### src/hw/spi_pkg.sv
`default_nettype none

package spi_pkg;

    // register byte offsets, decoded from addr[3:0]
    typedef enum logic [3:0] {
        SPI_CTRL   = 4'h0,
        SPI_DATA   = 4'h4,
        SPI_STATUS = 4'h8
    } spi_reg_e;

    // decoded view of the control register
    typedef struct packed {
        logic       start;  // self-clearing go bit
        logic       cpol;   // clock idle level
        logic       cpha;   // 1: drive on leading edge
        logic       sel;    // slave select, active high here
        logic [7:0] div;    // strobe every div+1 cycles
    } spi_ctrl_t;

    // core-side request, no handshake
    typedef struct packed {
        logic [31:0] addr;
        logic [31:0] wdata;
        logic        we;
    } spi_bus_req_t;

    // sequencer outputs toward the serial engine and the registers
    typedef struct packed {
        logic busy;    // frame in progress
        logic strobe;  // one spi clock edge this cycle
        logic odd;     // strobe number is odd (1st, 3rd, ...)
        logic last;    // counter sits on the final strobe
        logic done;    // one cycle after the final strobe
    } spi_edge_t;

    typedef enum logic [1:0] {
        SEQ_IDLE,
        SEQ_RUN,
        SEQ_DONE
    } spi_seq_e;

endpackage

`default_nettype wire

### src/hw/spi_regs.sv
`timescale 1ns/1ps
`default_nettype none

module spi_regs (
    input  wire                   clk,
    input  wire                   rst,
    input  wire spi_pkg::spi_bus_req_t bus_i,
    input  wire spi_pkg::spi_edge_t    edge_i,
    input  wire [7:0]             rx_byte_i,
    output spi_pkg::spi_ctrl_t    ctrl_o,
    output logic [7:0]            tx_data_o,
    output logic [31:0]           rdata_o,
    output logic                  spi_ss_o
);
    import spi_pkg::*;

    logic [31:0] ctrl_q;   // full word kept so reads return what was written
    logic [31:0] data_q;
    logic        busy_q;   // status bit 0
    spi_reg_e    reg_sel;

    assign reg_sel = spi_reg_e'(bus_i.addr[3:0]);

    // field view of the control word
    always_comb begin
        ctrl_o.start = ctrl_q[0];
        ctrl_o.cpol  = ctrl_q[1];
        ctrl_o.cpha  = ctrl_q[2];
        ctrl_o.sel   = ctrl_q[3];
        ctrl_o.div   = ctrl_q[15:8];
    end

    assign tx_data_o = data_q[7:0];
    assign spi_ss_o  = ~ctrl_o.sel;  // select pin is active low

    always_ff @(posedge clk) begin
        if (!rst) begin
            ctrl_q <= 32'h0;
            data_q <= 32'h0;
            busy_q <= 1'b0;
        end else begin
            busy_q <= edge_i.busy;  // status lags the sequencer by one cycle
            if (bus_i.we) begin
                case (reg_sel)
                    SPI_CTRL: begin
                        ctrl_q <= bus_i.wdata;
                    end
                    SPI_DATA: begin
                        data_q <= bus_i.wdata;
                    end
                    default: begin
                        // status is read only
                    end
                endcase
            end else begin
                ctrl_q[0] <= 1'b0;  // start lasts a single idle cycle
                // received byte replaces the tx byte at end of frame
                if (edge_i.done) begin
                    data_q <= {24'h0, rx_byte_i};
                end
            end
        end
    end

    // combinational read port
    always_comb begin
        if (!rst) begin
            rdata_o = 32'h0;
        end else begin
            case (reg_sel)
                SPI_CTRL: begin
                    rdata_o = ctrl_q;
                end
                SPI_DATA: begin
                    rdata_o = data_q;
                end
                SPI_STATUS: begin
                    rdata_o = {31'h0, busy_q};
                end
                default: begin
                    rdata_o = 32'h0;  // unmapped offset
                end
            endcase
        end
    end

endmodule

`default_nettype wire

### src/hw/spi_clk_gen.sv
`timescale 1ns/1ps
`default_nettype none

module spi_clk_gen #(
    parameter int FRAME_BITS = 8
) (
    input  wire                     clk,
    input  wire                     rst,
    input  wire spi_pkg::spi_ctrl_t ctrl_i,
    output spi_pkg::spi_edge_t      edge_o
);
    import spi_pkg::*;

    localparam int LAST_EDGE = 2 * FRAME_BITS;          // index of the final strobe
    localparam int CNT_W     = $clog2(LAST_EDGE + 1);

    spi_seq_e         state;
    spi_seq_e         state_nxt;
    logic [7:0]       div_cnt;
    logic [CNT_W-1:0] edge_cnt;   // strobes already issued in this frame
    logic             strobe;
    logic             at_last;

    assign strobe  = (state == SEQ_RUN) && (div_cnt == ctrl_i.div);
    assign at_last = (edge_cnt == CNT_W'(LAST_EDGE));

    always_comb begin
        state_nxt = state;
        case (state)
            SEQ_IDLE: begin
                if (ctrl_i.start) begin
                    state_nxt = SEQ_RUN;
                end
            end
            SEQ_RUN: begin
                if (strobe && at_last) begin
                    state_nxt = SEQ_DONE;
                end
            end
            SEQ_DONE: begin
                state_nxt = SEQ_IDLE;  // single cycle
            end
            default: begin
                state_nxt = SEQ_IDLE;
            end
        endcase
    end

    always_ff @(posedge clk) begin
        if (!rst) begin
            state    <= SEQ_IDLE;
            div_cnt  <= 8'h0;
            edge_cnt <= '0;
        end else begin
            state <= state_nxt;
            if (state != SEQ_RUN) begin
                div_cnt  <= 8'h0;
                edge_cnt <= '0;
            end else if (strobe) begin
                div_cnt  <= 8'h0;  // wrap
                edge_cnt <= edge_cnt + 1'b1;
            end else begin
                div_cnt <= div_cnt + 1'b1;
            end
        end
    end

    always_comb begin
        edge_o.busy   = (state == SEQ_RUN);
        edge_o.strobe = strobe;
        edge_o.odd    = ~edge_cnt[0];  // count 0 is the first strobe
        edge_o.last   = at_last;
        edge_o.done   = (state == SEQ_DONE);
    end

endmodule

`default_nettype wire

### src/hw/spi_shifter.sv
`timescale 1ns/1ps
`default_nettype none

module spi_shifter #(
    parameter int FRAME_BITS = 8
) (
    input  wire                     clk,
    input  wire                     rst,
    input  wire spi_pkg::spi_ctrl_t ctrl_i,
    input  wire [7:0]               tx_data_i,
    input  wire spi_pkg::spi_edge_t edge_i,
    input  wire                     spi_miso_i,
    output logic                    spi_mosi_o,
    output logic                    spi_clk_o,
    output logic [7:0]              rx_byte_o
);

    localparam int IDX_W = $clog2(FRAME_BITS);

    logic [IDX_W-1:0] bit_idx;      // next tx bit, counts down
    logic [7:0]       rx_sr;
    logic             toggle_edge;  // strobe that moves spi_clk
    logic             drive_edge;
    logic             sample_edge;

    assign toggle_edge = edge_i.strobe && !edge_i.last;

    // cpha 1: drive on odd strobes, sample on even; cpha 0 the other way
    assign drive_edge  = toggle_edge && (edge_i.odd == ctrl_i.cpha);
    assign sample_edge = toggle_edge && (edge_i.odd != ctrl_i.cpha);

    always_ff @(posedge clk) begin
        if (!rst) begin
            spi_clk_o  <= 1'b0;
            spi_mosi_o <= 1'b0;
            bit_idx    <= '0;
        end else if (!edge_i.busy) begin
            spi_clk_o <= ctrl_i.cpol;  // idle level
            if (!ctrl_i.cpha) begin
                // msb must be on the line before the first leading edge
                spi_mosi_o <= tx_data_i[FRAME_BITS-1];
                bit_idx    <= IDX_W'(FRAME_BITS - 2);
            end else begin
                bit_idx <= IDX_W'(FRAME_BITS - 1);
            end
        end else if (edge_i.strobe) begin
            if (edge_i.last) begin
                spi_clk_o <= ctrl_i.cpol;  // park the clock
            end else begin
                spi_clk_o <= ~spi_clk_o;
            end

            // with cpha 0 the final trailing edge drives a don't-care bit
            if (drive_edge) begin
                spi_mosi_o <= tx_data_i[bit_idx];
                bit_idx    <= bit_idx - 1'b1;
            end
        end
    end

    // msb arrives first
    always_ff @(posedge clk) begin
        if (!rst) begin
            rx_sr <= 8'h0;
        end else if (sample_edge) begin
            rx_sr <= {rx_sr[6:0], spi_miso_i};
        end
    end

    assign rx_byte_o = rx_sr;

endmodule

`default_nettype wire

### src/hw/spi_master.sv
`timescale 1ns/1ps
`default_nettype none

module spi_master #(
    parameter int FRAME_BITS = 8  // bits per transfer
) (
    input  wire                        clk,
    input  wire                        rst,
    input  wire spi_pkg::spi_bus_req_t bus_i,
    output logic [31:0]                rdata_o,
    input  wire                        spi_miso_i,
    output logic                       spi_mosi_o,
    output logic                       spi_clk_o,
    output logic                       spi_ss_o
);
    import spi_pkg::*;

    spi_ctrl_t  ctrl;       // decoded control fields
    spi_edge_t  spi_edge;   // sequencer strobes
    logic [7:0] tx_data;
    logic [7:0] rx_byte;

    spi_regs u_regs (
        .clk       (clk),
        .rst       (rst),
        .bus_i     (bus_i),
        .edge_i    (spi_edge),
        .rx_byte_i (rx_byte),
        .ctrl_o    (ctrl),
        .tx_data_o (tx_data),
        .rdata_o   (rdata_o),
        .spi_ss_o  (spi_ss_o)
    );

    spi_clk_gen #(
        .FRAME_BITS (FRAME_BITS)
    ) u_clk_gen (
        .clk    (clk),
        .rst    (rst),
        .ctrl_i (ctrl),
        .edge_o (spi_edge)
    );

    spi_shifter #(
        .FRAME_BITS (FRAME_BITS)
    ) u_shifter (
        .clk        (clk),
        .rst        (rst),
        .ctrl_i     (ctrl),
        .tx_data_i  (tx_data),
        .edge_i     (spi_edge),
        .spi_miso_i (spi_miso_i),
        .spi_mosi_o (spi_mosi_o),
        .spi_clk_o  (spi_clk_o),
        .rx_byte_o  (rx_byte)
    );

endmodule

`default_nettype wire

### config.mk
export PLATFORM = sky130hd
export DESIGN_NAME = spi_master
export DESIGN_NICKNAME = d
export VERILOG_FILES = /design/src/hw/spi_pkg.sv /design/src/hw/spi_regs.sv /design/src/hw/spi_clk_gen.sv /design/src/hw/spi_shifter.sv /design/src/hw/spi_master.sv
export SDC_FILE = /design/constraint.sdc
export NUM_CORES = 1
export LEC_CHECK = 0
export BUFFER_PORTS_ARGS = -buffer_cell sky130_fd_sc_hd__buf_2
export CAP_MARGIN = 20
export CORE_ASPECT_RATIO = 1.5
export CORE_MARGIN = 1.5
export CORE_UTILIZATION = 56
export CTS_BUF_LIST = sky130_fd_sc_hd__clkbuf_4 sky130_fd_sc_hd__clkbuf_8
export CTS_CLUSTER_SIZE = 8
export DETAILED_ROUTE_END_ITERATION = 10
export MAX_ROUTING_LAYER = met4
export PLACE_DENSITY = 0.86
export SYNTH_ARGS = -nofsm -noshare
export SYNTH_HDL_FRONTEND = slang
export SYNTH_HIERARCHICAL = 1
export SYNTH_SLANG_ARGS = --single-unit
export TNS_END_PERCENT = 100
### constraint.sdc
create_clock -name clk -period 2.7 [get_ports clk]
set_input_delay 0.27 -clock clk [delete_from_list [all_inputs] [get_ports clk]]
set_output_delay 0.27 -clock clk [all_outputs]
set_load 0.005 [all_outputs]
Word-level counts from Yosys, hierarchy flattened. Index checks and enable logic that the tools add are counted.

RAM bits: 0. Input port bits: 68. Output and inout port bits: 35. Bits in read-only memories: 0. Bits in latches: 0. Register bits: 93. Memories: 0.

Equality and inequality tests: 15. $lt $le $gt $ge: 1. $mul: 0. Shift operators: 0. Add/subtract/negate cells: 3. Bitwise logic cells: 4. Div/mod/pow operators: 0. Mux-type cells: 21. Reduce and logical (&&, ||, !) cells: 17.

Operator list (count): $mux W32 (4); $pmux W32 S3 (1); $ne A2 B1 Y1 const B (6); $reduce_and A2 Y1 (5); $mux W1 (9); $mux W3 (3); $add A8 B1 Y8 const B (1); $eq A8 B8 Y1 (1); $add A5 B1 Y5 const B (1); $eq A5 B5 Y1 const B (1); $logic_and A1 B1 Y1 (5); $eq A4 B3 Y1 const B (1); $eq A4 B4 Y1 const B (1); $logic_not A4 Y1 (1); $lt A3 B4 Y1 const B (1); $mux W2 (2); $not A1 Y1 (4); $pmux W2 S2 (1); $bmux W1 S3 (1); $reduce_and A3 Y1 (1); $reduce_or A3 Y1 (1); $sub A3 B1 Y3 const B (1); $eq A2 B1 Y1 const B (1); $eq A2 B2 Y1 const B (1); other kinds (7) (7).

Longest topological paths before layout.
Depth in word-level cells: 7. Depth in mapped cells: 10. Mapped depth without buffers: 8.

Hierarchy. Netlist, hierarchy kept.

By module, submodules not included: spi_regs (cells each 416, area each 3259.4 µm², times used 1); spi_clk_gen (cells each 85, area each 854.6 µm², times used 1); spi_shifter (cells each 66, area each 615.6 µm², times used 1).

Worst setup path after synthesis. No wires, ideal clock.

Path type: flip-flop to flip-flop. From: reg u_regs.ctrl_q[15]. To: reg u_shifter.spi_mosi_o. Data required time: 2.578 ns. Slack: 0.554 ns. Setup time: 0.122 ns. Arrival time: 2.024 ns. Stages on the path, launching flop included: 10. Period minus slack after synthesis: 2.146 ns. Cells stage by stage: dfxtp_1 buf_4 xnor2_1 and4_1 and3_1 buf_4 nor2b_1 and2_1 a21oi_1 a311o_1.

Word-level cells in the longest chain between the ends: 6. Elaborated cells between the ends (all ways): 7. Those cells by class: eq/ne (3); reduce/logical (4).

RTL lines: start: declaration (RTL line spi_regs.sv:17) `logic [31:0] ctrl_q;`; start signal: assignment (RTL line spi_regs.sv:46) `ctrl_q <= bus_i.wdata;`; $eq A8 B8 Y1 * (RTL line spi_clk_gen.sv:24) `assign strobe = (state == SEQ_RUN) && (div_cnt == ctrl_i.div);`; $logic_and A1 B1 Y1 * (RTL line spi_clk_gen.sv:24); named net u_clk_gen.strobe (RTL line spi_clk_gen.sv:21) `logic strobe;`; $logic_and A1 B1 Y1 (RTL line spi_shifter.sv:26) `assign toggle_edge = edge_i.strobe && !edge_i.last;`; $logic_and A1 B1 Y1 (RTL line spi_shifter.sv:29) `assign drive_edge = toggle_edge && (edge_i.odd == ctrl_i.cpha);`; $ne A2 B1 Y1 (no line); $reduce_and A3 Y1 (no line) *; end signal: assignment (RTL line spi_shifter.sv:41) `spi_mosi_o <= tx_data_i[FRAME_BITS-1];`; end signal: assignment (RTL line spi_shifter.sv:55) `spi_mosi_o <= tx_data_i[bit_idx];`; end: declaration (RTL line spi_shifter.sv:13) `output logic spi_mosi_o,`.

The timed path passes the listed nets; every way through them passes the cells marked *. A chain may end at the register's enable or synchronous reset.

==> run metrics <==
Final Max Tran Viols 0; DRC Markers 0; busiest grt layer met2; Max Clk Rate 446.7 MHz; worst hold margin 0.1505 ns; layout cell share with drive strength beyond 1 20.24%; total grt overflow 0; final setup fails 0; endpoints failing hold 0; TritonCTS Sinks 93; Ys Warns 6; WL/cell 15.78 µm; setup bufs post-CTS 0; Post-DP Area 4965 µm²; IO Count 103; WL final 11.01 mm; chip width 77.98 µm; crit path launch type flop; met3 usage 4.016%; Layout Skew 0.003637 ns; CP arrival 2.48 ns; Clock Pin Slew Worst Setup and Hold Paths 0.08 ns; setup TNS 0 ns; first-pass GRT wire length 18.40 mm; hold crit path type in -> reg; Port-buffer cells 74; initial antenna violation count 0; die height 115.5 µm; synthesized area 4722 µm²; Clock Path Buffers 2; Final Power 2.379 mW; Least-Margin Pin Slew 0.8346 ns; CTS tree done; vias in the first global route 3,990; Net Count, Synth 638; Placed Instances 686; worst slack, placed 0.4687 ns; hpwl dp 7.304 mm; Tmin final 2.239 ns; Finished Layout Cells 698; worst path cell trace xnor2_1 > and4_1 > and3_1 > nor2b_1 > and2_1 > a21oi_1 > a311o_1; GPL Wtd Cong 0.8706; core region area 8108 µm²; cell count after synthesis 566; H-tree depth 3; Post-DRT Antenna Nets 0; slowest CP cell a311o_1; Root Buffer Master clkbuf_8; fin worst setup slack 0.4614 ns; Post-CTS Resized 0; Max IR drop VDD 0.3918 mV; CP Max Fanout 5; vias after detailed routing 4,205; critical path class reg -> reg; post-route cell area 5111 µm²; Buf/Inv on CP 0; FP Rows 40; CP endpoint kind flop; M2 GR Usage 41.04%; GRT Util Overall 25.97%; Leak 1.862 nW; headroom to the max-slew limit 44.25%; hold-fix buffers at CTS 0; RSZ-0062 raised after global routing no; Critical Path Max Stage Delay 0.34 ns; run status completed; Initial Util 58.24%; total CTS buffers 9; Mean Syn Cell Area 8.343 µm²; max_cap viols 0; filler instances 748; number of inserted diodes 0; Layout Nets 664; CP required 2.94 ns; Clock Latency Late Sink 0.35 ns; final core utilization 63.04%; die area 9003 µm²; grt met1 use 32.51%; delay-heaviest family, CP simple AND/OR/NAND/NOR gates; Area growth syn-to-layout 8.241%; Final Cycle Share 82.91%; DR pass1 iterations 6; pin count of the biggest net entering global routing 65; pwr dens 465.5 nW/µm²; 1st-iter DRT viols 253; via/cell ratio 6.024
## state kept, by name, summed over array words and instances, names as in the netlist
signal                cells
u_regs/ctrl_q            32
u_regs/data_q            32
u_clk_gen/div_cnt         8
u_shifter/rx_byte_o       8
u_clk_gen/edge_cnt        5
u_shifter/bit_idx         3
u_clk_gen/state           2
u_regs/busy_q             1
u_shifter/spi_clk_o       1
u_shifter/spi_mosi_o      1
## worst paths after layout
| path | startpoint | endpoint | slack [ns] | cells after the start |
|---|---|---|---|---|
| max | u_clk_gen/div_cnt[7]$_SDFF_PP0_ | u_shifter/spi_mosi_o$_SDFFE_PN0P_ | 0.46 | 7 |
| min | spi_miso_i | u_shifter/rx_byte_o[0]$_SDFFE_PN0P_ | 0.15 | 3 |
| max reg2reg | u_clk_gen/div_cnt[7]$_SDFF_PP0_ | u_shifter/spi_mosi_o$_SDFFE_PN0P_ | 0.46 | 7 |
| min reg2reg | u_regs/ctrl_q[19]$_SDFFE_PN0P_ | u_regs/ctrl_q[19]$_SDFFE_PN0P_ | 0.45 | 2 |
## metal layers
layer | part of all wire, % | vias to the layer above | wire length [µm]
met3 | 5.1 | 17 | 567
met1 | 43 | 1990 | 4704
li1 | - | 2048 | -
met5 | 0 | - | 0
met2 | 50 | 150 | 5494
met4 | 2.2 | 0 | 246
## report_power, final
group | leakage [nW] | switching [mW] | internal [mW]
sequential | 0.753 | 0.0189 | 1.39
combinational | 1.03 | 0.128 | 0.0684
clock | 0.0785 | 0.425 | 0.346
## area by class of cell
cell class              count  area [µm²]  share of cell area (%)
clock buffers              12       146.4                   2.864
well taps                 105       131.4                   2.570
repair buffers             86       485.5                   9.498
inverters                  33       123.9                   2.424
multi-input cells         369        2362                   46.22
flip-flops and latches     93        1862                   36.43
## tightest hold or removal path: stages
cell	delay [ns]
buf_2	0.07
mux2i_1	0.05
nor2_1	0.07
## layout by cell type (no fill, tap or decap), drive strengths merged, types with 5 or more instances in the layout
master and instances:
dfxtp 93, buf 86, nand4 58, nand2 53, o21ai 45, nor2 44, inv 33, a22oi 31
o31ai 27, xnor2 13, a31oi 12, mux2i 12, clkbuf 12, nand3 11, a21oi 8, mux2 8
nor3 7, nor2b 5
(Power assumes the default switching activity.)
